==> config.mk <==
export PLATFORM = sky130hd
export DESIGN_NAME = cacheAccess_flat
export DESIGN_NICKNAME = d
export VERILOG_FILES = /design/src/hdl/cachePkg.sv /design/src/hdl/wayBus.sv /design/src/hdl/cacheAccess.sv /design/src/flat_wrapper.sv
export SDC_FILE = /design/constraint.sdc
export NUM_CORES = 1
export LEC_CHECK = 0
export ABC_AREA = 0
export BUFFER_PORTS_ARGS = -buffer_cell sky130_fd_sc_hd__buf_2
export CELL_PAD_IN_SITES_DETAIL_PLACEMENT = 2
export CELL_PAD_IN_SITES_GLOBAL_PLACEMENT = 2
export CORE_AREA = 3 3 440 442
export DETAILED_ROUTE_END_ITERATION = 10
export DIE_AREA = 0 0 443 445
export PLACE_DENSITY = 0.3
export SKIP_CTS_REPAIR_TIMING = 1
export SYNTH_ARGS = -nofsm -noshare
export SYNTH_HDL_FRONTEND = slang
export SYNTH_SLANG_ARGS = --single-unit
==> constraint.sdc <==
create_clock -name clk -period 8.9 [get_ports clk]
set_input_delay 1.335 -clock clk [delete_from_list [all_inputs] [get_ports clk]]
set_output_delay 1.335 -clock clk [all_outputs]
set_load 0.01 [all_outputs]
==> src/hdl/cachePkg.sv <==
package cachePkg;

  // Fixed widths shared by every block
  localparam int addrW      = 32;
  localparam int wordW      = 32;
  localparam int blockWords = 4;
  localparam int blockW     = wordW * blockWords;
  localparam int maskW      = wordW / 8;

  // Byte offset inside a block: 2 bits of byte, 2 bits of word
  localparam int offsetW    = 4;

  typedef logic [addrW-1:0]  addrT;   // Byte address
  typedef logic [wordW-1:0]  wordT;   // One data word
  typedef logic [blockW-1:0] blockT;  // Word 0 in the low bits
  typedef logic [maskW-1:0]  maskT;   // One enable per byte

  // Access stage FSM
  // A hit goes idle -> finish -> respond
  // A miss may pass through the writeback pair, then the refill pair
  typedef enum logic [2:0] {
    idle,        // Waiting for a looked-up request
    respond,     // cpuAck high until cpuReq drops
    writeBack,   // memReq high with the dirty victim
    waitWbDrop,  // Waiting for memAck to fall after writeback
    refill,      // memReq high for the missing block
    waitRfDrop,  // Waiting for memAck to fall after refill
    finish       // Merge the write or pick the read word
  } accessStateT;

endpackage

==> src/hdl/wayBus.sv <==
`timescale 1ns/100ps

interface wayBus import cachePkg::*; #(
  parameter int numSets = 64
) ();

  localparam int idxW = $clog2(numSets);
  localparam int tagW = addrW - offsetW - idxW;

  logic [idxW-1:0] index;

  // Combinational read at index
  logic [tagW-1:0] rTag;
  logic            rValid;
  logic            rDirty;
  blockT           rData;

  // Write port, taken at the rising edge
  logic            wEn;
  logic            wFill;   // Whole block plus tag, valid, dirty
  logic [tagW-1:0] wTag;
  logic [1:0]      wWord;   // Word picked for a masked write
  blockT           wData;
  maskT            wMask;
  logic            wDirty;  // Dirty bit given on a fill

  modport way    (input index, wEn, wFill, wTag, wWord, wData, wMask, wDirty,
                  output rTag, rValid, rDirty, rData);
  modport lookup (output index, input rTag, rValid, rDirty, rData);
  modport access (output wEn, wFill, wTag, wWord, wData, wMask, wDirty,
                  input rData);

endinterface

==> src/hdl/cacheAccess.sv <==
`timescale 1ns/100ps

module cacheAccess import cachePkg::*; #(
  parameter int numSets = 64
) (
  input  logic  clk,
  input  logic  reset,
  input  logic  lkValid,
  input  logic  lkWe,
  input  addrT  lkAddr,
  input  wordT  lkWData,
  input  maskT  lkMask,
  input  logic  hit,
  input  logic  hitWay,
  input  logic  victimWay,
  input  logic  victimDirty,
  input  logic [addrW-offsetW-$clog2(numSets)-1:0] victimTag,
  input  blockT victimData,
  output logic  lkDone,
  wayBus.access way0,
  wayBus.access way1,
  input  logic  cpuReq,
  output logic  cpuAck,
  output wordT  cpuRData,
  output logic  memReq,
  input  logic  memAck,
  output logic  memWe,
  output addrT  memAddr,
  output blockT memWData,
  input  blockT memRData
);

  localparam int idxW = $clog2(numSets);
  localparam int tagW = addrW - offsetW - idxW;

  accessStateT state;
  logic        curWay;  // Way being served, kept across the fill
  logic        fillEn;
  logic        wordEn;
  addrT        wbAddr;
  addrT        fillAddr;
  blockT       wayData;
  wordT        readWord;

  assign wbAddr   = {victimTag, lkAddr[offsetW +: idxW], {offsetW{1'b0}}};
  assign fillAddr = {lkAddr[addrW-1:offsetW], {offsetW{1'b0}}};

  assign lkDone = (state == respond) && !cpuReq;

  // Way writes
  assign fillEn = (state == refill) && memAck;
  assign wordEn = (state == finish) && lkWe;

  assign way0.wEn    = (fillEn || wordEn) && !curWay;
  assign way1.wEn    = (fillEn || wordEn) && curWay;
  assign way0.wFill  = fillEn;
  assign way1.wFill  = fillEn;
  assign way0.wTag   = lkAddr[addrW-1 -: tagW];
  assign way1.wTag   = lkAddr[addrW-1 -: tagW];
  assign way0.wWord  = lkAddr[3:2];
  assign way1.wWord  = lkAddr[3:2];
  assign way0.wMask  = lkMask;
  assign way1.wMask  = lkMask;
  assign way0.wDirty = 1'b0;  // Refill lands clean
  assign way1.wDirty = 1'b0;

  // Write word copied to every lane, the way picks its own
  assign way0.wData = fillEn ? memRData : {blockWords{lkWData}};
  assign way1.wData = fillEn ? memRData : {blockWords{lkWData}};

  assign wayData  = curWay ? way1.rData : way0.rData;
  assign readWord = wayData[lkAddr[3:2]*wordW +: wordW];

  // Control
  always_ff @(posedge clk or posedge reset) begin
    if (reset) begin
      state  <= idle;
      cpuAck <= 1'b0;
      memReq <= 1'b0;
      memWe  <= 1'b0;
      curWay <= 1'b0;
    end else begin
      case (state)
        idle: if (lkValid) begin
          curWay <= hit ? hitWay : victimWay;
          if (hit) begin
            state <= finish;
          end else if (victimDirty) begin
            state  <= writeBack;
            memReq <= 1'b1;
            memWe  <= 1'b1;
          end else begin
            state  <= refill;
            memReq <= 1'b1;
            memWe  <= 1'b0;
          end
        end
        writeBack: if (memAck) begin
          memReq <= 1'b0;
          state  <= waitWbDrop;
        end
        waitWbDrop: if (!memAck) begin
          memReq <= 1'b1;  // Start the refill
          memWe  <= 1'b0;
          state  <= refill;
        end
        refill: if (memAck) begin
          memReq <= 1'b0;
          state  <= waitRfDrop;
        end
        waitRfDrop: if (!memAck) state <= finish;
        finish: begin
          cpuAck <= 1'b1;
          state  <= respond;
        end
        respond: if (!cpuReq) begin
          cpuAck <= 1'b0;
          state  <= idle;
        end
        default: state <= idle;
      endcase
    end
  end

  // Memory and processor payload
  always_ff @(posedge clk) begin
    if (state == idle && lkValid && !hit) begin
      memAddr  <= victimDirty ? wbAddr : fillAddr;
      memWData <= victimData;
    end else if (state == waitWbDrop && !memAck) begin
      memAddr <= fillAddr;
    end
    if (state == finish) begin
      cpuRData <= readWord;  // Old word on a write
    end
  end

endmodule

==> src/flat_wrapper.sv <==
// flat-port wrapper written by rule: the top's interface ports become plain ports
module cacheAccess_flat import cachePkg::*;
#(
  parameter int numSets = 64
)
  (clk, reset, lkValid, lkWe, lkAddr, lkWData, lkMask, hit, hitWay, victimWay, victimDirty, victimTag, victimData, lkDone, cpuReq, cpuAck, cpuRData, memReq, memAck, memWe, memAddr, memWData, memRData, way0_wEn, way0_wFill, way0_wTag, way0_wWord, way0_wData, way0_wMask, way0_wDirty, way0_rData, way1_wEn, way1_wFill, way1_wTag, way1_wWord, way1_wData, way1_wMask, way1_wDirty, way1_rData);
  wayBus #(.numSets(numSets)) way0_i ();
  wayBus #(.numSets(numSets)) way1_i ();
  input  logic clk;
  input  logic reset;
  input  logic lkValid;
  input  logic lkWe;
  input  addrT lkAddr;
  input  wordT lkWData;
  input  maskT lkMask;
  input  logic hit;
  input  logic hitWay;
  input  logic victimWay;
  input  logic victimDirty;
  input  logic [addrW-offsetW-$clog2(numSets)-1:0] victimTag;
  input  blockT victimData;
  output logic lkDone;
  input  logic cpuReq;
  output logic cpuAck;
  output wordT cpuRData;
  output logic memReq;
  input  logic memAck;
  output logic memWe;
  output addrT memAddr;
  output blockT memWData;
  input  blockT memRData;
  output wire logic [$bits(way0_i.wEn)-1:0] way0_wEn;
  output wire logic [$bits(way0_i.wFill)-1:0] way0_wFill;
  output wire logic [$bits(way0_i.wTag)-1:0] way0_wTag;
  output wire logic [$bits(way0_i.wWord)-1:0] way0_wWord;
  output wire logic [$bits(way0_i.wData)-1:0] way0_wData;
  output wire logic [$bits(way0_i.wMask)-1:0] way0_wMask;
  output wire logic [$bits(way0_i.wDirty)-1:0] way0_wDirty;
  input wire logic [$bits(way0_i.rData)-1:0] way0_rData;
  output wire logic [$bits(way1_i.wEn)-1:0] way1_wEn;
  output wire logic [$bits(way1_i.wFill)-1:0] way1_wFill;
  output wire logic [$bits(way1_i.wTag)-1:0] way1_wTag;
  output wire logic [$bits(way1_i.wWord)-1:0] way1_wWord;
  output wire logic [$bits(way1_i.wData)-1:0] way1_wData;
  output wire logic [$bits(way1_i.wMask)-1:0] way1_wMask;
  output wire logic [$bits(way1_i.wDirty)-1:0] way1_wDirty;
  input wire logic [$bits(way1_i.rData)-1:0] way1_rData;
  assign way0_wEn = way0_i.wEn;
  assign way0_wFill = way0_i.wFill;
  assign way0_wTag = way0_i.wTag;
  assign way0_wWord = way0_i.wWord;
  assign way0_wData = way0_i.wData;
  assign way0_wMask = way0_i.wMask;
  assign way0_wDirty = way0_i.wDirty;
  assign way0_i.rData = way0_rData;
  assign way1_wEn = way1_i.wEn;
  assign way1_wFill = way1_i.wFill;
  assign way1_wTag = way1_i.wTag;
  assign way1_wWord = way1_i.wWord;
  assign way1_wData = way1_i.wData;
  assign way1_wMask = way1_i.wMask;
  assign way1_wDirty = way1_i.wDirty;
  assign way1_i.rData = way1_rData;
  cacheAccess #(.numSets(numSets)) u_core (.clk(clk), .reset(reset), .lkValid(lkValid), .lkWe(lkWe), .lkAddr(lkAddr), .lkWData(lkWData), .lkMask(lkMask), .hit(hit), .hitWay(hitWay), .victimWay(victimWay), .victimDirty(victimDirty), .victimTag(victimTag), .victimData(victimData), .lkDone(lkDone), .way0(way0_i), .way1(way1_i), .cpuReq(cpuReq), .cpuAck(cpuAck), .cpuRData(cpuRData), .memReq(memReq), .memAck(memAck), .memWe(memWe), .memAddr(memAddr), .memWData(memWData), .memRData(memRData));
endmodule
Yosys cells after proc, flatten, opt, wreduce, memory -nomap -nowiden. Cells that the tools add are included.

Register bits: 199. Bits of input ports: 612. Logic and storage cells: 74.

Equality and inequality tests: 14. Shifts and indexed selects: 1. Muxes and demuxes: 27. Reduce and logical (&&, ||, !) cells: 24.

Operators with widths (number): 2-to-1 mux 128 bit (2); indexed part select 128 x 8 -> 32 bit (1); 2-to-1 mux 32 bit (3); 2-to-1 mux 3 bit (8); one-hot mux 3 bit (7 select lines) (1); != test 2 bit, second input constant (7); 2-to-1 mux 1 bit (10); equality test 3 bit, second input constant (3); logical AND 1 bit (8); equality test 3 x 2 -> 1 bit, second input constant (2); AND reduction 6 bit (1); nonzero test 2 bit (3); AND reduction 5 bit (1); zero test 1 bit (4); one-hot mux 1 bit (2 select lines) (2); AND reduction 2 bit (2); AND reduction 4 bit (1); equality test 3 x 1 -> 1 bit, second input constant (1); zero test 3 bit (1); one-hot mux 1 bit (3 select lines) (1); nonzero test 3 bit (1); != test 2 x 1 -> 1 bit, second input constant (1); OR reduction 2 bit (1); logical OR 1 bit (1).

Depth between registers and ports, before layout.
Depth in word-level cells: 4. Gate-level depth with buffers: 9.

Least setup slack after synthesis. OpenSTA, ideal clock, no wires.

Path type: input-to-reg. Start: input lkValid. End: register u_core.memWe. Setup time: 0.408 ns. Arrival: 7.878 ns. Slack: 0.614 ns. Stages on the path: 3. Buffers on the path: 0. Cells stage by stage: nor4b_4 nor2b_1 o21ai_0.

Cells in the longest elaborated chain, start to end: 2.

Ends and longest elaborated chain: from (decl) (RTL line flat_wrapper.sv:11) `input logic lkValid;`; != test 2 bit (no source line); AND reduction 4 bit (no source line); to (signal assigned) (RTL line cacheAccess.sv:80) `memWe <= 1'b0;`; to (signal assigned) (RTL line cacheAccess.sv:91) `memWe <= 1'b1;`; to (signal assigned) (RTL line cacheAccess.sv:95) `memWe <= 1'b0;`; to (decl) (RTL line cacheAccess.sv:27) `output logic memWe,`.

No other way between the ends. A chain may end at the register's enable or synchronous reset.

Worst setup path after layout.
Start: input memAck. End: output way0_wData[71].

Cells in the longest elaborated chain, start to end: 2.

Ends and longest elaborated chain: from (decl) (RTL line flat_wrapper.sv:27) `input logic memAck;`; logical AND 1 bit (RTL line cacheAccess.sv:51) `assign fillEn = (state == refill) && memAck;`; 2-to-1 mux 128 bit (RTL line cacheAccess.sv:68) `assign way0.wData = fillEn ? memRData : {blockWords{lkWData}};`; to (decl) (RTL line flat_wrapper.sv:36) `output wire logic [$bits(way0_i.wData)-1:0] way0_wData;`.

No other way between the ends.

==> results.tsv <==
metric	value	unit
outcome	completed	
global-route wire length before repair	130	mm
# H-tree levels	4	
worst-case reg-to-reg path depth	4	
initial antenna violation count	63	
Final nets	2399	
largest net degree at the start of global routing	92	
Power Total	0.00347	W
DIE AREA	0.197	mm²
Power Dens Cells	185	mW/mm²
count of final hold-check violations	0	
clock sink count	195	
Min Hold Slack	0.560	ns
clk root buf	clkbuf_16	
Hold Crit Class	reg -> reg	
Vias/cell	2.57	
GP Congestion	0.875	
register area share after synthesis	0.528	
Final Max Slew Viols	0	
Post-Synth XOR/XNOR Area	0	
CTS clk-pin slew, worst paths	0.10	ns
final core occ	0.0989	
Port Buffers	1105	
maximum vdd drop	164	µV
CP Class	in -> out	
Seq cells post-synth	195	
worst slew pin tran	1.09	ns
Leak	8.09	nW
TritonCTS clock tree	yes	
number of nets still failing antenna checks after routing	0	
Area Overhead vs Synth	70.4	%
setup TNS	0	ns
boundary pin count	1126	
Die Ht	445	µm
placed inst area	0.0181	mm²
Max Clock Skew	0.0402	ns
DRT iter0 DRCs	630	
Post-Synth Simple-Gate Area	0.113	
internal power	0.00202	W
# rows	160	
share of post-route cells with drive strength above 1	0.708	
cell count of the worst hold path	2	
worst path arrival time	3.82	ns
Post-synth EDFFs	188	
TritonCTS Buffers	17	
fmax	194	MHz
switching pwr	0.00145	W
post-DP HPWL	93.2	mm
Yosys cell types	35	
Crit. End Element	output pin	
cell area after synthesis	0.0110	mm²
Routed wire per std cell	24.1	µm
asr flop ratio synth	0.0359	
switching share of total power	0.417	
area share of fa/ha/maj cells after synthesis	0	
largest family of logic cells by synthesized area	multiplexers	
combinational share of power	0.373	
ys flop type	edfxtp_1	
Post-Syn Area per Cell	12.5	µm²
vias in the first global route	12200	
Period minus WS final	5.15	ns
Setup Viol. Count Final	0	
Crit Path Max Fanout	91	
post-route cell area	0.0188	mm²
Critical Path Source Type	input pin	
RSZ-0062 raised after global routing	false	
Die X	443	µm
DRC errors left	0	
Synth Warn #	0	
Cells after Synth	882	
via count	11100	
final WL	104	mm
Tcrit/Tclk final	0.579	
Clock Latency Late Sink	0.55	ns
All-Layer GR Usage	0.102	
TritonRoute pass-1 iters	5	
Seq pwr share	0.366	
Clock Power Share	0.261	
Starting Density	0.0581	
Worst Path Required	7.57	ns
grt ovf	0	
Max clock buf depth	2	
MaxCap Viol Count	0	
core box area	0.190	mm²
Synth Area in Compound Gates	0.00953	
max_slew headroom	0.272	
multiplexer area fraction after synthesis	0.195	
==> layout make-up <==
type,count,area [µm²]
Multi-Input combinational cell,455,3570
Fill cell,22300,171000
Antenna cell,15,37.5
Timing Repair Buffer,1113,5590
Sequential cell,195,5820
Clock buffer,17,425
Inverter,5,21.3
Tap cell,2511,3140
Clock inverter,15,185
==> state kept, by name, summed over array words and instances (netlist names) <==
register and cells:
u_core.memWe 1, u_core.cpuAck 1, u_core.cpuRData 32, u_core.curWay 1, u_core.memWData 128, u_core.state 3
u_core.memAddr 28, u_core.memReq 1
==> path summary, 6_finish.rpt <==
path	start	end	slack [ns]
max	memAck	way0_wData[71]	3.75
min	u_core.memWe	u_core.memWe	0.56
max reg2reg	u_core.state[1]	u_core.memWData[18]	5.24
min reg2reg	u_core.memWe	u_core.memWe	0.56
max in group asynchronous	reset	u_core.curWay	7.85
min in group asynchronous	reset	u_core.state[2]	0.76
==> stage by stage <==
stage                     setup WS (ns)  cells
after CTS                          3.57   4311
final                              3.75   4326
after floorplan                   0.614    887
after global routing               3.47   4321
after global placement             3.59   4279
after detailed placement           3.57   4279
==> layer usage <==
metal / vias up / share of wire / GRT usage
met5: - / 0.0025 / 0.00464
met2: 639 / 0.50 / 0.175
met1: 5581 / 0.39 / 0.115
li1: 4743 / - / -
met3: 102 / 0.093 / 0.0443
met4: 38 / 0.015 / 0.0234
==> power by group through the flow <==
stage	clock network [W]	registers, W	logic [W]
detailed placement	0	0.00130	0.00134
floorplan	0	0.00129	0.000648
global route	0.000998	0.00129	0.00139
finish	0.000905	0.00127	0.00130
CTS	0.000992	0.00128	0.00134
global placement	0	0.00129	0.00134
==> cells in the mapped netlist, types with 2 or more instances <==
cell type	n	area, µm²
buf_1	5	18.8
nor2_1	5	18.8
buf_2	19	95.1
clkbuf_1	7	26.3
nand2_1	291	1090
o31ai_1	2	15.0
mux2_2	37	417
inv_1	4	15.0
dfrtp_1	7	175
a221oi_1	2	17.5
nand2b_1	4	25.0
a21oi_1	3	15.0
buf_6	9	101
nor2b_1	3	18.8
o22ai_1	2	12.5
o21ai_0	3	15.0
edfxtp_1	188	5650
mux2_4	19	285
buf_4	192	1440
mux4_2	64	1440
a31oi_1	2	12.5
==> cell families after synthesis <==
| logic type | after synthesis |
|---|---|
| AO/OA/AOI/OAI | 16 |
| buffers and inverters | 237 |
| flip-flops | 195 |
| multiplexers | 121 |
| other | 1 |
| AND/OR/NAND/NOR | 312 |
==> cells in the final DEF, fill, tap and decap left out, types with 6 or more instances in the layout <==
cell       count
nand2_1      291
conb_1         6
dfrtp_1        6
clkbuf_16     17
diode_2       15
mux2_4        19
mux4_2        64
buf_2       1104
mux2_2        37
edfxtp_1     188
buf_4          9
==> critical path, cell delays in order <==
cell and delay (ns):
buf_2 0.20, nand4bb_4 0.21, inv_4 0.39, buf_4 0.84, nand2_1 0.19, nand2_1 0.33, buf_2 0.21
No activity file was read; power rests on OpenSTA's default activity.
