--- src/hdl/cachePkg.sv ---
package cachePkg;

  // Fixed widths shared by every block
  localparam int addrW      = 32;
  localparam int wordW      = 32;
  localparam int blockWords = 4;
  localparam int blockW     = wordW * blockWords;
  localparam int maskW      = wordW / 8;

  // Byte offset inside a block: 2 bits of byte, 2 bits of word
  localparam int offsetW    = 4;

  typedef logic [addrW-1:0]  addrT;   // Byte address
  typedef logic [wordW-1:0]  wordT;   // One data word
  typedef logic [blockW-1:0] blockT;  // Word 0 in the low bits
  typedef logic [maskW-1:0]  maskT;   // One enable per byte

  // Access stage FSM
  // A hit goes idle -> finish -> respond
  // A miss may pass through the writeback pair, then the refill pair
  typedef enum logic [2:0] {
    idle,        // Waiting for a looked-up request
    respond,     // cpuAck high until cpuReq drops
    writeBack,   // memReq high with the dirty victim
    waitWbDrop,  // Waiting for memAck to fall after writeback
    refill,      // memReq high for the missing block
    waitRfDrop,  // Waiting for memAck to fall after refill
    finish       // Merge the write or pick the read word
  } accessStateT;

endpackage

--- src/hdl/wayBus.sv ---
`timescale 1ns/100ps

interface wayBus import cachePkg::*; #(
  parameter int numSets = 64
) ();

  localparam int idxW = $clog2(numSets);
  localparam int tagW = addrW - offsetW - idxW;

  logic [idxW-1:0] index;

  // Combinational read at index
  logic [tagW-1:0] rTag;
  logic            rValid;
  logic            rDirty;
  blockT           rData;

  // Write port, taken at the rising edge
  logic            wEn;
  logic            wFill;   // Whole block plus tag, valid, dirty
  logic [tagW-1:0] wTag;
  logic [1:0]      wWord;   // Word picked for a masked write
  blockT           wData;
  maskT            wMask;
  logic            wDirty;  // Dirty bit given on a fill

  modport way    (input index, wEn, wFill, wTag, wWord, wData, wMask, wDirty,
                  output rTag, rValid, rDirty, rData);
  modport lookup (output index, input rTag, rValid, rDirty, rData);
  modport access (output wEn, wFill, wTag, wWord, wData, wMask, wDirty,
                  input rData);

endinterface

--- src/hdl/cacheLookup.sv ---
`timescale 1ns/100ps

module cacheLookup import cachePkg::*; #(
  parameter int numSets = 64
) (
  input  logic  clk,
  input  logic  reset,
  input  logic  cpuReq,
  input  logic  cpuWe,
  input  addrT  cpuAddr,
  input  wordT  cpuWData,
  input  maskT  cpuMask,
  input  logic  lkDone,
  wayBus.lookup way0,
  wayBus.lookup way1,
  output logic  lkValid,
  output logic  lkWe,
  output addrT  lkAddr,
  output wordT  lkWData,
  output maskT  lkMask,
  output logic  hit,
  output logic  hitWay,
  output logic  victimWay,
  output logic  victimDirty,
  output logic [addrW-offsetW-$clog2(numSets)-1:0] victimTag,
  output blockT victimData
);

  localparam int idxW = $clog2(numSets);
  localparam int tagW = addrW - offsetW - idxW;

  logic [numSets-1:0] lru;  // Points at the least recently used way
  logic [idxW-1:0]    setIdx;
  logic [tagW-1:0]    reqTag;
  logic               hit0;
  logic               hit1;

  assign setIdx = lkAddr[offsetW +: idxW];
  assign reqTag = lkAddr[addrW-1 -: tagW];

  assign way0.index = setIdx;
  assign way1.index = setIdx;

  // Tag compare
  assign hit0   = way0.rValid && (way0.rTag == reqTag);
  assign hit1   = way1.rValid && (way1.rTag == reqTag);
  assign hit    = hit0 || hit1;
  assign hitWay = hit1;

  // Victim choice, invalid way first
  always_comb begin
    if (!way0.rValid) begin
      victimWay = 1'b0;
    end else if (!way1.rValid) begin
      victimWay = 1'b1;
    end else begin
      victimWay = lru[setIdx];
    end
  end

  assign victimDirty = victimWay ? (way1.rValid && way1.rDirty)
                                 : (way0.rValid && way0.rDirty);
  assign victimTag   = victimWay ? way1.rTag : way0.rTag;
  assign victimData  = victimWay ? way1.rData : way0.rData;

  // Request register holds until the access stage is done
  always_ff @(posedge clk or posedge reset) begin
    if (reset) begin
      lkValid <= 1'b0;
    end else if (lkDone) begin
      lkValid <= 1'b0;
    end else if (!lkValid && cpuReq) begin
      lkValid <= 1'b1;
    end
  end

  always_ff @(posedge clk) begin
    if (!lkValid && cpuReq) begin
      lkWe    <= cpuWe;
      lkAddr  <= cpuAddr;
      lkWData <= cpuWData;
      lkMask  <= cpuMask;
    end
  end

  // The line always hits by the time lkDone comes, even after a miss
  always_ff @(posedge clk or posedge reset) begin
    if (reset) begin
      lru <= '0;
    end else if (lkDone) begin
      lru[setIdx] <= ~hitWay;
    end
  end

endmodule

--- src/flat_wrapper.sv ---
// flat-port wrapper written by rule: the top's interface ports become plain ports
module cacheLookup_flat import cachePkg::*;
#(
  parameter int numSets = 64
)
  (clk, reset, cpuReq, cpuWe, cpuAddr, cpuWData, cpuMask, lkDone, lkValid, lkWe, lkAddr, lkWData, lkMask, hit, hitWay, victimWay, victimDirty, victimTag, victimData, way0_index, way0_rTag, way0_rValid, way0_rDirty, way0_rData, way1_index, way1_rTag, way1_rValid, way1_rDirty, way1_rData);
  wayBus #(.numSets(numSets)) way0_i ();
  wayBus #(.numSets(numSets)) way1_i ();
  input  logic clk;
  input  logic reset;
  input  logic cpuReq;
  input  logic cpuWe;
  input  addrT cpuAddr;
  input  wordT cpuWData;
  input  maskT cpuMask;
  input  logic lkDone;
  output logic lkValid;
  output logic lkWe;
  output addrT lkAddr;
  output wordT lkWData;
  output maskT lkMask;
  output logic hit;
  output logic hitWay;
  output logic victimWay;
  output logic victimDirty;
  output logic [addrW-offsetW-$clog2(numSets)-1:0] victimTag;
  output blockT victimData;
  output wire logic [$bits(way0_i.index)-1:0] way0_index;
  input wire logic [$bits(way0_i.rTag)-1:0] way0_rTag;
  input wire logic [$bits(way0_i.rValid)-1:0] way0_rValid;
  input wire logic [$bits(way0_i.rDirty)-1:0] way0_rDirty;
  input wire logic [$bits(way0_i.rData)-1:0] way0_rData;
  output wire logic [$bits(way1_i.index)-1:0] way1_index;
  input wire logic [$bits(way1_i.rTag)-1:0] way1_rTag;
  input wire logic [$bits(way1_i.rValid)-1:0] way1_rValid;
  input wire logic [$bits(way1_i.rDirty)-1:0] way1_rDirty;
  input wire logic [$bits(way1_i.rData)-1:0] way1_rData;
  assign way0_index = way0_i.index;
  assign way0_i.rTag = way0_rTag;
  assign way0_i.rValid = way0_rValid;
  assign way0_i.rDirty = way0_rDirty;
  assign way0_i.rData = way0_rData;
  assign way1_index = way1_i.index;
  assign way1_i.rTag = way1_rTag;
  assign way1_i.rValid = way1_rValid;
  assign way1_i.rDirty = way1_rDirty;
  assign way1_i.rData = way1_rData;
  cacheLookup #(.numSets(numSets)) u_core (.clk(clk), .reset(reset), .cpuReq(cpuReq), .cpuWe(cpuWe), .cpuAddr(cpuAddr), .cpuWData(cpuWData), .cpuMask(cpuMask), .lkDone(lkDone), .way0(way0_i), .way1(way1_i), .lkValid(lkValid), .lkWe(lkWe), .lkAddr(lkAddr), .lkWData(lkWData), .lkMask(lkMask), .hit(hit), .hitWay(hitWay), .victimWay(victimWay), .victimDirty(victimDirty), .victimTag(victimTag), .victimData(victimData));
endmodule
--- config.mk ---
export PLATFORM = sky130hd
export DESIGN_NAME = cacheLookup_flat
export DESIGN_NICKNAME = d
export VERILOG_FILES = /design/src/hdl/cachePkg.sv /design/src/hdl/wayBus.sv /design/src/hdl/cacheLookup.sv /design/src/flat_wrapper.sv
export SDC_FILE = /design/constraint.sdc
export NUM_CORES = 1
export LEC_CHECK = 0
export BUFFER_PORTS_ARGS = -buffer_cell sky130_fd_sc_hd__buf_4
export CAP_MARGIN = 20
export CORE_AREA = 2 2 237 239
export CTS_CLUSTER_DIAMETER = 120
export CTS_CLUSTER_SIZE = 28
export DETAILED_ROUTE_END_ITERATION = 7
export DIE_AREA = 0 0 239 241
export HOLD_SLACK_MARGIN = 0.02
export SYNTH_ARGS = -nofsm -noshare
export SYNTH_HDL_FRONTEND = slang
export SYNTH_SLANG_ARGS = --single-unit
--- constraint.sdc ---
create_clock -name clk -period 8.1 [get_ports clk]
set_input_delay 0.81 -clock clk [delete_from_list [all_inputs] [get_ports clk]]
set_output_delay 0.81 -clock clk [all_outputs]
set_load 0.01 [all_outputs]
# Word-level counts from Yosys, hierarchy flattened
# Index checks and enable logic that the tools add are counted.
# word_totals
reg_bits	134
in_bits	377
elab_cells	32
# classes
n_lt_le_gt_ge	2
n_eq_ne	2
mux	12
bitwise_logic	1
n_reduce_logical	9
# ops
operator	n
128-bit two-way mux	1
64-bit bitwise mux	1
22-bit equality test	2
22-bit two-way mux	1
6-bit by 7-bit less-than comparator with 1-bit output (second input constant)	1
1-bit two-way mux	7
1-bit binary-select mux with 6-bit select	1
1-bit demux with 6-bit select	1
6-bit by 1-bit greater-or-equal comparator with 1-bit output (second input constant)	1
1-bit logical AND	6
2-bit nonzero test	1
1-bit logical NOT	1
1-bit logical OR	1
1-bit inverter	1

# Logic depth before layout (Yosys ltp)
# Gate-level depths: netlist (run 1).
# depth
ltp_word	5
mapped_depth	12
mapped_depth_nobuf	6

# Least setup slack after synthesis (run 1)
# OpenSTA, ideal clock, no wires.
# synth_path
path_type	input -> register
startpoint	input port cpuReq
endpoint	register u_core.lkAddr[0], enable pin
setup_ps	504
arrival_time_ps	3838
setup_slack_ps	3758
cell_stages	1
cell_sequence	nor2b_1
# synth_via
elab_chain_cells	1
# synth_rtl
element	line	text
start, declared	flat_wrapper.sv:11	input logic cpuReq;
1-bit logical AND	cacheLookup.sv:78	if (!lkValid && cpuReq) begin
end signal, assigned	cacheLookup.sv:80	lkAddr <= cpuAddr;
end, declared	cacheLookup.sv:18	output addrT lkAddr,
# No other way between the ends.
# A chain may end at the register's enable or synchronous reset.

# Final worst setup path (run 1)
# layout_path
startpoint	register u_core.lkAddr[6]
endpoint	output port victimData[57]
# layout_via
elab_chain_cells	5
# layout_rtl
element	line	text
1-bit binary-select mux with 6-bit select	cacheLookup.sv:57	victimWay = lru[setIdx];
1-bit two-way mux (implied by the code)	cacheLookup.sv:57	
1-bit two-way mux	cacheLookup.sv:54	end else if (!way1.rValid) begin
1-bit two-way mux	cacheLookup.sv:52	if (!way0.rValid) begin
128-bit two-way mux	cacheLookup.sv:64	assign victimData = victimWay ? way1.rData : way0.rData;
end, declared	flat_wrapper.sv:27	output blockT victimData;
# No other way between the ends. The select of a mux whose other input is x is not followed.

==> results.yml, run 1 <==
status:
  result_of_the_run: "finished, final reports clean"
clock_tree:
  postCtsSetupBuffers: 0
  clk_pin_slew_ps: 60
  cts-root-buf: "sky130_fd_sc_hd__clkbuf_16"
  cts_tree: "done"
  htreeDepth: 4
  tritoncts.num_buffers: 17
  clockBufferDepth: 2
  clock_sinks: 134
  postCtsHoldBufs: 0
  clock_latency_ps: 440
  postCtsResizedCells: 0
cells_and_area:
  layout.nets: 1631
  layout.filler_cells: 5912
  post-route-util_pct: 24.8
  drive_gt1_share_pct: 58.1
  number_of_non_filler_instances_in_the_completed_layout: 1977
  area_growth_syn_to_layout_pct: 74.5
synth:
  synth.distinct_cells: 45
  synth_ff_type: "sky130_fd_sc_hd__edfxtp_1"
  synth-seq-cells: 134
  synthDominantCellAreaShare_pct: 26.5
  syn-cell-area_mm2: 0.00781
  yosys.area.top_type: "sky130_fd_sc_hd__edfxtp_1"
  synthesis.yosys.warnings: 0
  synthArstFlopShare_pct: 48.5
  synth.area.top_cells: "sky130_fd_sc_hd__edfxtp_1 (27%), sky130_fd_sc_hd__dfrtp_1 (21%), sky130_fd_sc_hd__mux2_1 (13%)"
  syn-mean-instance-area_um2: 11.7
  seq_area_frac_synth_pct: 47.4
  synthesis.nets: 1046
  netlist_instances: 669
  synth_enable_flop_cells: 69
placed_design:
  dp.final_hpwl_um: 43300
  placement.io_buffers: 612
  placed_cells: 1937
  gp_routability_congestion: 0.916
critical_path:
  cp_startpoint_kind: "flop"
  required_ps: 7290
  kind_of_end_point_of_the_critical_path: "primary output"
  cpMaxStageDelayCell: "sky130_fd_sc_hd__edfxtp_1"
  timing_worst_setup_path_type: "reg2out"
  critical_path.n_buffers_inverters: 4
  worst_path_dominant_cell_family: "buffers and inverters"
  critical_path_peak_fanout: 64
  timing.critical_path.cells: "inv_1 -> mux4_2 -> o21ai_0 -> or4_4 -> o31ai_4 -> buf_4 -> buf_4 -> mux2_2 -> buf_4"
  worst_ep_arrival_time_ps: 4930
  max_stage_delay_ps: 980
  crit_path_frequent_cell: "sky130_fd_sc_hd__buf_4"
drt:
  met1_wire_length_um: 19900
  detailroute.wirelength.met2_um: 26200
  post_drt_via_cell_ratio: 4.08
  detailedRoute.firstIterationViolations: 630
  remaining_drc_errors: 0
  postRouteAntennaNets: 0
  drt_first_pass_iters: 5
  detail_route.wirelength_um: 50500
  top_layer_used: "met4"
  post_drt_wl_per_cell_um: 25.5
  detailroute.wirelength.met3_um: 3200
  via_count: 8059
global_routing:
  grt_max_degree: 70
  first_global_vias: 7615
  grt_first_pass_wirelength_um: 63700
  total_global_routing_track_utilization_pct: 16.5
  grt_antenna_before_repair: 40
  gr-total-overflow: 0
power:
  share_clk_of_total_power_pct: 33.2
  power_per_cell_area_mw_per_mm2: 166
  pwr-share-comb_pct: 28.8
  totalPowerFinal_uw: 2260
  switching_share_pct: 30.2
  p_seq_share_pct: 38.0
  ir_drop_v: 0.000123
  leakagePower_uw: 0.00606
  total_switching_power_uw: 683
  internal_power_uw: 1580
sta:
  setup-tns-final_ps: 0
  timing_worst_slew_pin_value_ps: 984
  hold_ws_ps: 530
  final_period_minus_worst_setup_slack_ps: 5740
  timing_hold_violations_final: 0
  worst_clock_skew_ps: 16.3
  setup_viol: 0
  max_slew_margin_pct: 34.4
  rsz_0062_raised_after_global_routing: "false"
  clock.fmax_mhz: 174
  finalMaxSlewViolations: 0
  final_critical_path_share_of_the_clock_period_pct: 70.8
run:
  maxCapViolCount: 0
floorplan:
  io_pins: 613
  floorplan.initialDensity_pct: 14.2
  design.die.area_mm2: 0.0576
  core.rowCount: 86
  fp.dieH_um: 241
  die_width_um: 239
  core_mm2: 0.0549
min_path:
  kind_of_path_behind_the_tightest_hold_check: "reg2reg"
## flip-flops by register name (all words and copies together) (netlist names)
name and flops:
u_core.lkMask 4, u_core.lkAddr 32, u_core.lkValid 1, u_core.lru 64
u_core.lkWData 32, u_core.lkWe 1
## cells by family after synthesis
| family | after synthesis | share of synthesized area, % |
|---|---|---|
| and+or+nand+nor | 136 | 8.45 |
| AOI/OAI and AO/OA | 121 | 9.10 |
| muxes | 172 | 25.4 |
| buffers and inverters | 62 | 4.78 |
| DFF | 134 | 47.4 |
| xor gates and xnor gates | 44 | 4.94 |
## cell type report
cell class	count	area, um2	area share, %
clock inverter	13	111	0.817
tap	704	881	6.47
sequential	134	3700	27.1
antenna	6	15.0	0.110
multi-input combinational	473	3760	27.6
inverter	5	18.8	0.138
clock buffer	19	454	3.33
timing repair buffer	623	4690	34.4
## worst min-delay path, delay by kind of cell (launching register included)
| kind | cells | cell delay [ps] |
|---|---|---|
| DFF | 1 | 330 |
| and+or+nand+nor | 1 | 40 |
| AOI/OAI and AO/OA | 1 | 110 |
## through the flow
| stage | instance area, um2 | worst slack [ps] |
|---|---|---|
| 2_1_floorplan | 7810 | 3760 |
| 3_5_place_dp | 13000 | 2810 |
| 6_report | 13600 | 2360 |
| 3_3_place_gp | 13000 | 3020 |
| 5_1_grt | 13600 | 2020 |
| 4_1_cts | 13600 | 2320 |
## power groups by stage
stage               combinational (uW)  sequential, uW  clock [uW]
floorplan                          295             861           0
global placement                   650             868           0
detailed placement                 655             871           0
CTS                                658             858         776
global route                       699             869         809
finish                             653             859         752
## path summary, 6_finish.rpt
check                                                   to  cells after the start                       start  slack, ps
worst max register to register  u_core.lru[24]$_DFFE_PP0P_                      6  u_core.lkAddr[6]$_DFFE_PP_       5710
worst min register to register  u_core.lru[45]$_DFFE_PP0P_                      2  u_core.lru[45]$_DFFE_PP0P_        530
min in group asynchronous       u_core.lru[23]$_DFFE_PP0P_                      3                       reset        650
max in group asynchronous        u_core.lru[2]$_DFFE_PP0P_                      3                       reset       6910
worst min-delay path            u_core.lru[45]$_DFFE_PP0P_                      2  u_core.lru[45]$_DFFE_PP0P_        530
worst max-delay path                        victimData[57]                      9  u_core.lkAddr[6]$_DFFE_PP_       2360
## Yosys cell counts (5+ instances only)
cell type / n
sky130_fd_sc_hd__a21oi_1: 65
sky130_fd_sc_hd__a31oi_1: 34
sky130_fd_sc_hd__and3b_1: 5
sky130_fd_sc_hd__buf_1: 7
sky130_fd_sc_hd__buf_2: 10
sky130_fd_sc_hd__buf_4: 14
sky130_fd_sc_hd__buf_6: 10
sky130_fd_sc_hd__clkbuf_1: 16
sky130_fd_sc_hd__dfrtp_1: 65
sky130_fd_sc_hd__edfxtp_1: 69
sky130_fd_sc_hd__inv_1: 5
sky130_fd_sc_hd__mux2_1: 90
sky130_fd_sc_hd__mux2_2: 66
sky130_fd_sc_hd__mux2i_1: 11
sky130_fd_sc_hd__mux4_2: 5
sky130_fd_sc_hd__nand2_1: 10
sky130_fd_sc_hd__nand3_1: 5
sky130_fd_sc_hd__nand4_1: 11
sky130_fd_sc_hd__nor2_1: 73
sky130_fd_sc_hd__nor2b_1: 5
sky130_fd_sc_hd__nor3_1: 5
sky130_fd_sc_hd__o21ai_0: 7
sky130_fd_sc_hd__xnor2_1: 29
sky130_fd_sc_hd__xor2_1: 15
## layout by cell type (no fill, tap or decap), types with 5 or more instances in the layout
cell,Yosys,routed
sky130_fd_sc_hd__xnor2_1,29,29
sky130_fd_sc_hd__nand2_1,10,10
sky130_fd_sc_hd__buf_4,14,620
sky130_fd_sc_hd__a31oi_1,34,34
sky130_fd_sc_hd__mux2_2,66,66
sky130_fd_sc_hd__xor2_1,15,15
sky130_fd_sc_hd__and3b_1,5,5
sky130_fd_sc_hd__nor2_1,73,73
sky130_fd_sc_hd__a21oi_1,65,65
sky130_fd_sc_hd__nand3_1,5,5
sky130_fd_sc_hd__nand4_1,11,11
sky130_fd_sc_hd__mux4_2,5,5
sky130_fd_sc_hd__diode_2,0,6
sky130_fd_sc_hd__mux2i_1,11,11
sky130_fd_sc_hd__mux2_1,90,90
sky130_fd_sc_hd__edfxtp_1,69,69
sky130_fd_sc_hd__clkbuf_16,0,18
sky130_fd_sc_hd__dfrtp_1,65,65
sky130_fd_sc_hd__o21ai_0,7,7
## per-layer routing
metal  up-vias  global-route usage, %
li1       3654                      -
met5         -                      0
met1      3898                   20.1
met2       451                   29.8
met3        56                   2.96
met4         0                   4.64
No activity file was read; power rests on OpenSTA's default activity.
==> run 2, diff against run 1 <==
CORE_AREA = 2 2 241 243   (was 2 2 237 239)
DIE_AREA = 0 0 243 245   (was 0 0 239 241)
clock period = 5.9 ns   (was 8.1 ns; I/O delays follow)
==> results.yml, run 2 (synthesis gave the netlist of run 1 again) <==
cells_and_area:
  mostFrequentLayoutCell: "sky130_fd_sc_hd__buf_4"
  reg_top3: "u_core.lru (64), u_core.lkAddr (32), u_core.lkWData (32)"
  layout.nets: 1631
  drive_gt1_share_pct: 58.1
  layout.filler_cells: 6178
  area_growth_syn_to_layout_pct: 76.6
  number_of_non_filler_instances_in_the_completed_layout: 2041
  most-common-layout-cells: "sky130_fd_sc_hd__buf_4 (617), sky130_fd_sc_hd__mux2_1 (90), sky130_fd_sc_hd__nor2_1 (73)"
  fin_area_mm2: 0.0138
  largest_register_ffs: 64
  max_flop_register: "u_core.lru"
critical_path:
  cp_startpoint_kind: "flop"
  critical_path_peak_fanout: 92
  capture_instance_of_the_worst_register_to_register_path: "u_core.lru[9]$_DFFE_PP0P_"
  r2r_setup_slack_ps: 3270
  timing_worst_setup_path_type: "reg2out"
  critical_register_to_register_path_startpoint: "u_core.lkAddr[22]$_DFFE_PP_"
  worst_ep_arrival_time_ps: 4230
  kind_of_end_point_of_the_critical_path: "primary output"
  rr_worst_depth: 7
  required_ps: 5310
power:
  ir_drop_v: 0.000164
  power_per_cell_area_mw_per_mm2: 230
  leakagePower_uw: 0.00609
sta:
  setup_slack_ps: 1080
  worst_clock_skew_ps: 11.7
  final_critical_path_share_of_the_clock_period_pct: 81.7
  rsz_0062_raised_after_global_routing: "false"
  setup_viol: 0
  timing_hold_violations_final: 0
  final_period_minus_worst_setup_slack_ps: 4820
  timing_worst_slew_pin_value_ps: 944
  setup-tns-final_ps: 0
  clock.fmax_mhz: 207
  finalMaxSlewViolations: 0
  max_slew_margin_pct: 37.1
clock_tree:
  tritoncts.num_buffers: 17
  postCtsResizedCells: 0
  postCtsHoldBufs: 0
  clock_sinks: 134
  postCtsSetupBuffers: 0
  clockBufferDepth: 2
  clock_latency_ps: 430
  cts-root-buf: "sky130_fd_sc_hd__clkbuf_16"
  cts_tree: "done"
  clk_pin_slew_ps: 70
  htreeDepth: 4
floorplan:
  floorplan.initialDensity_pct: 13.7
  fp.dieH_um: 245
  design.die.area_mm2: 0.0595
  io_pins: 613
  core.rowCount: 88
  core_mm2: 0.0570
  die_width_um: 243
global_routing:
  grt_antenna_before_repair: 33
  total_global_routing_track_utilization_pct: 16.5
  gr-total-overflow: 0
  grt_first_pass_wirelength_um: 67300
  gr-max-usage-layer: "met2"
  gr-usage-met2_pct: 29.4
  grt_max_degree: 93
  gr_util_met1_pct: 20.0
  met3_usage_pct: 3.25
  first_global_vias: 7969
drt:
  detailedRoute.firstIterationViolations: 546
  postRouteAntennaNets: 0
  drt_first_pass_iters: 4
  via_count: 7998
  post_drt_wl_per_cell_um: 25.1
  remaining_drc_errors: 0
  detail_route.wirelength_um: 51100
  post_drt_via_cell_ratio: 3.92
placed_design:
  dp.final_hpwl_um: 43900
  placement.io_buffers: 612
  detailed_place.area_mm2: 0.0131
  dpl_worst_slack_ps: 1470
  gp_routability_congestion: 0.981
  placed_cells: 1997
status:
  result_of_the_run: "finished, final reports clean"
min_path:
  kind_of_path_behind_the_tightest_hold_check: "in2reg"
  hold_depth: 1
  timing.hold.worst_endpoint: "u_core.lkAddr[31]$_DFFE_PP_"
  hold_path_startpoint: "cpuAddr[31]"
run:
  maxCapViolCount: 0
## run 2: changes by cell type in the layout (fill, tap and decap cells not counted), sizes merged
cell and delta:
clkbuf +3, buf -1, diode +3, bufinv +1, inv -1, clkinvlp -1
clkinv -1
## run 2: metal layers
layer  share of wire [%]  wire length, um
met5                   0                0
met4                 1.6              837
met3                 5.1             2610
met2                  53            27000
met1                  41            20700
## run 2: area by class of cell
type	instances	area, um2	share of cell area [%]
tap	765	957	6.95
inverter	5	18.8	0.136
sequential	134	3700	26.8
antenna	9	22.5	0.163
timing repair buffer	623	4740	34.4
clock inverter	11	110	0.799
clock buffer	21	482	3.50
multi-input combinational	473	3760	27.3
## run 2: report_power, final
group,switching [uW],internal (uW)
combinational,404,496
sequential,76.1,1100
clock,450,636
total,930,2240
## run 2: worst max-delay path by stage
stage	startpoint	to	slack, ps	cells past startpoint
2_1_floorplan	cpuReq	u_core.lkAddr[0]$_DFFE_PP_	1780	1
3_3_place_gp	u_core.lkAddr[6]$_DFFE_PP_	victimData[95]	1050	8
3_5_place_dp	u_core.lkAddr[4]$_DFFE_PP_	victimData[95]	1470	9
4_1_cts	u_core.lkAddr[4]$_DFFE_PP_	victimData[95]	970	9
5_1_grt	u_core.lkAddr[4]$_DFFE_PP_	victimData[95]	810	9
6_report	u_core.lkAddr[4]$_DFFE_PP_	victimData[89]	1080	9
## run 2: through the flow
step                      total power, uW  util [%]  hold slack, ps
after floorplan                      1590         -             488
after global placement               2090      23.0             506
after detailed placement             2100      23.0             521
after CTS                            3200      24.1             295
after global routing                 3320      24.2             298
final                                3170      24.2             326
## run 2: worst max-delay path: stages, from the launching register on
cell and delay [ps]:
sky130_fd_sc_hd__edfxtp_1 910, sky130_fd_sc_hd__buf_4 400, sky130_fd_sc_hd__mux2_2 360, sky130_fd_sc_hd__a221o_1 290, sky130_fd_sc_hd__a22oi_1 160, sky130_fd_sc_hd__o22ai_1 150
sky130_fd_sc_hd__o31ai_4 380, sky130_fd_sc_hd__buf_12 370, sky130_fd_sc_hd__mux2_1 450, sky130_fd_sc_hd__buf_4 170
==> run 3, diff against run 2 <==
clock period = 4.55 ns   (was 5.9 ns; I/O delays follow)
==> results.yml, run 3 (synthesis gave the netlist of run 1 again) <==
status:
  result_of_the_run: "finished, final reports clean"
placed_design:
  dpl_worst_slack_ps: 542
  gp_routability_congestion: 0.971
  dp.final_hpwl_um: 44200
  placement.io_buffers: 612
critical_path:
  worst_ep_arrival_time_ps: 3870
  timing_worst_setup_path_type: "reg2out"
  critical_path_peak_fanout: 59
  cp_startpoint_kind: "flop"
  critical_register_to_register_path_startpoint: "u_core.lkAddr[22]$_DFFE_PP_"
  r2r_setup_slack_ps: 2110
  capture_instance_of_the_worst_register_to_register_path: "u_core.lru[9]$_DFFE_PP0P_"
  rr_worst_depth: 7
  required_ps: 4090
  crit_path_start: "u_core.lkAddr[4]$_DFFE_PP_"
  kind_of_end_point_of_the_critical_path: "primary output"
  timing.critical_path.to: "victimData[96]"
floorplan:
  io_pins: 613
  design.die.area_mm2: 0.0595
  core.rowCount: 88
  floorplan.initialDensity_pct: 13.7
  core_mm2: 0.0570
  fp.dieH_um: 245
  die_width_um: 243
drt:
  detailedRoute.firstIterationViolations: 564
  postRouteAntennaNets: 0
  post_drt_wl_per_cell_um: 24.9
  post_drt_via_cell_ratio: 3.95
  detail_route.wirelength_um: 51300
  drt_first_pass_iters: 5
  via_count: 8123
  remaining_drc_errors: 0
power:
  pwr-share-comb_pct: 28.8
  switching_share_pct: 29.1
  power_per_cell_area_mw_per_mm2: 298
  leakagePower_uw: 0.00618
  p_seq_share_pct: 36.7
  share_clk_of_total_power_pct: 34.5
  internal_power_uw: 2940
  totalPowerFinal_uw: 4150
  ir_drop_v: 0.000249
  total_switching_power_uw: 1210
sta:
  max_slew_margin_pct: 44.3
  worst_clock_skew_ps: 20.3
  final_critical_path_share_of_the_clock_period_pct: 95.1
  setup-tns-final_ps: 0
  final_period_minus_worst_setup_slack_ps: 4330
  setup_viol: 0
  timing_worst_slew_pin_value_ps: 834
  timing_hold_violations_final: 0
  rsz_0062_raised_after_global_routing: "false"
  clock.fmax_mhz: 231
  finalMaxSlewViolations: 0
  setup_slack_ps: 222
cells_and_area:
  drive_gt1_share_pct: 58.7
  mostFrequentLayoutCell: "sky130_fd_sc_hd__buf_4"
  layout.filler_cells: 6095
  post-route-util_pct: 24.4
  layout.nets: 1649
  max_flop_register: "u_core.lru"
  area_growth_syn_to_layout_pct: 78.4
  most-common-layout-cells: "sky130_fd_sc_hd__buf_4 (635), sky130_fd_sc_hd__mux2_1 (90), sky130_fd_sc_hd__nor2_1 (73)"
  reg_top3: "u_core.lru (64), u_core.lkAddr (32), u_core.lkWData (32)"
  largest_register_ffs: 64
run:
  maxCapViolCount: 0
clock_tree:
  tritoncts.num_buffers: 17
  htreeDepth: 4
  clk_pin_slew_ps: 70
  cts_tree: "done"
  clock_latency_ps: 440
  postCtsHoldBufs: 0
  cts-root-buf: "sky130_fd_sc_hd__clkbuf_16"
  clock_sinks: 134
  postCtsResizedCells: 0
  clockBufferDepth: 2
global_routing:
  total_global_routing_track_utilization_pct: 16.5
  gr-total-overflow: 0
  grt_antenna_before_repair: 32
  grt_first_pass_wirelength_um: 67500
  first_global_vias: 8024
  grt_max_degree: 66
min_path:
  kind_of_path_behind_the_tightest_hold_check: "in2reg"
==> run 3: changes by cell type in the layout (fill, tap and decap cells not counted), sizes merged <==
| cell | change |
|---|---|
| buf | +19 |
| clkinvlp | +2 |
| clkinv | -4 |
| inv | +1 |
==> run 3: layout make-up <==
class / instances / area (um2) / area share, %
antenna: 9 / 22.5 / 0.162
clock buffer: 22 / 507 / 3.64
clock inverter: 10 / 101 / 0.728
inverter: 5 / 18.8 / 0.135
multi-input combinational: 473 / 3760 / 27.0
sequential: 134 / 3700 / 26.6
tap: 765 / 957 / 6.87
timing repair buffer: 641 / 4860 / 34.9
==> run 3: timing repair <==
| action | CTS | global route |
|---|---|---|
| setup endpoints to repair | 0 | 54 |
| hold endpoints to repair | 0 | 0 |
| buffers inserted | 0 | 4 |
==> run 3: worst min path at each step <==
stage,startpoint,endpoint,slack (ps),depth (start not counted)
global placement,u_core.lru[23]$_DFFE_PP0P_,u_core.lru[23]$_DFFE_PP0P_,500,2
global route,cpuAddr[12],u_core.lkAddr[12]$_DFFE_PP_,170,1
CTS,cpuWData[4],u_core.lkWData[4]$_DFFE_PP_,170,1
floorplan,u_core.lru[43]$_DFFE_PP0P_,u_core.lru[43]$_DFFE_PP0P_,490,2
finish,cpuWData[4],u_core.lkWData[4]$_DFFE_PP_,190,1
detailed placement,u_core.lru[43]$_DFFE_PP0P_,u_core.lru[43]$_DFFE_PP0P_,520,2
==> run 3: worst max-delay path: stages, from the launching register on <==
cell and delay (ps):
sky130_fd_sc_hd__edfxtp_1 460, sky130_fd_sc_hd__buf_4 310, sky130_fd_sc_hd__mux4_2 540, sky130_fd_sc_hd__nand2_1 80, sky130_fd_sc_hd__a21oi_1 80, sky130_fd_sc_hd__or4_4 500, sky130_fd_sc_hd__o31ai_4 220, sky130_fd_sc_hd__buf_12 240
sky130_fd_sc_hd__buf_12 320, sky130_fd_sc_hd__mux2_1 420, sky130_fd_sc_hd__buf_4 170
==> run 3: power by group through the flow <==
stage	registers, uW	clock network (uW)	logic [uW]
6_report	1520	1430	1190
5_1_grt	1540	1520	1280
4_1_cts	1530	1470	1200
3_5_place_dp	1550	0	1190
3_3_place_gp	1540	0	1180
2_1_floorplan	1530	0	525
==> run 3: stage by stage <==
| step | instances | area (um2) | hold WS, ps |
|---|---|---|---|
| after floorplan | 669 | 7810 | 488 |
| after global placement | 2011 | 13200 | 503 |
| after detailed placement | 2012 | 13200 | 519 |
| after CTS | 2044 | 13800 | 168 |
| after global routing | 2059 | 13900 | 167 |
| final | 2059 | 13900 | 191 |
==> run 3: layer usage <==
layer  track usage (%)  wire, um  vias to the layer above
li1                  -         -                     3696
met1              20.2     20800                     3975
met2              28.9     26600                      397
met3              3.14      2790                       55
met4              5.21      1160                        0
met5                 0         0                        -
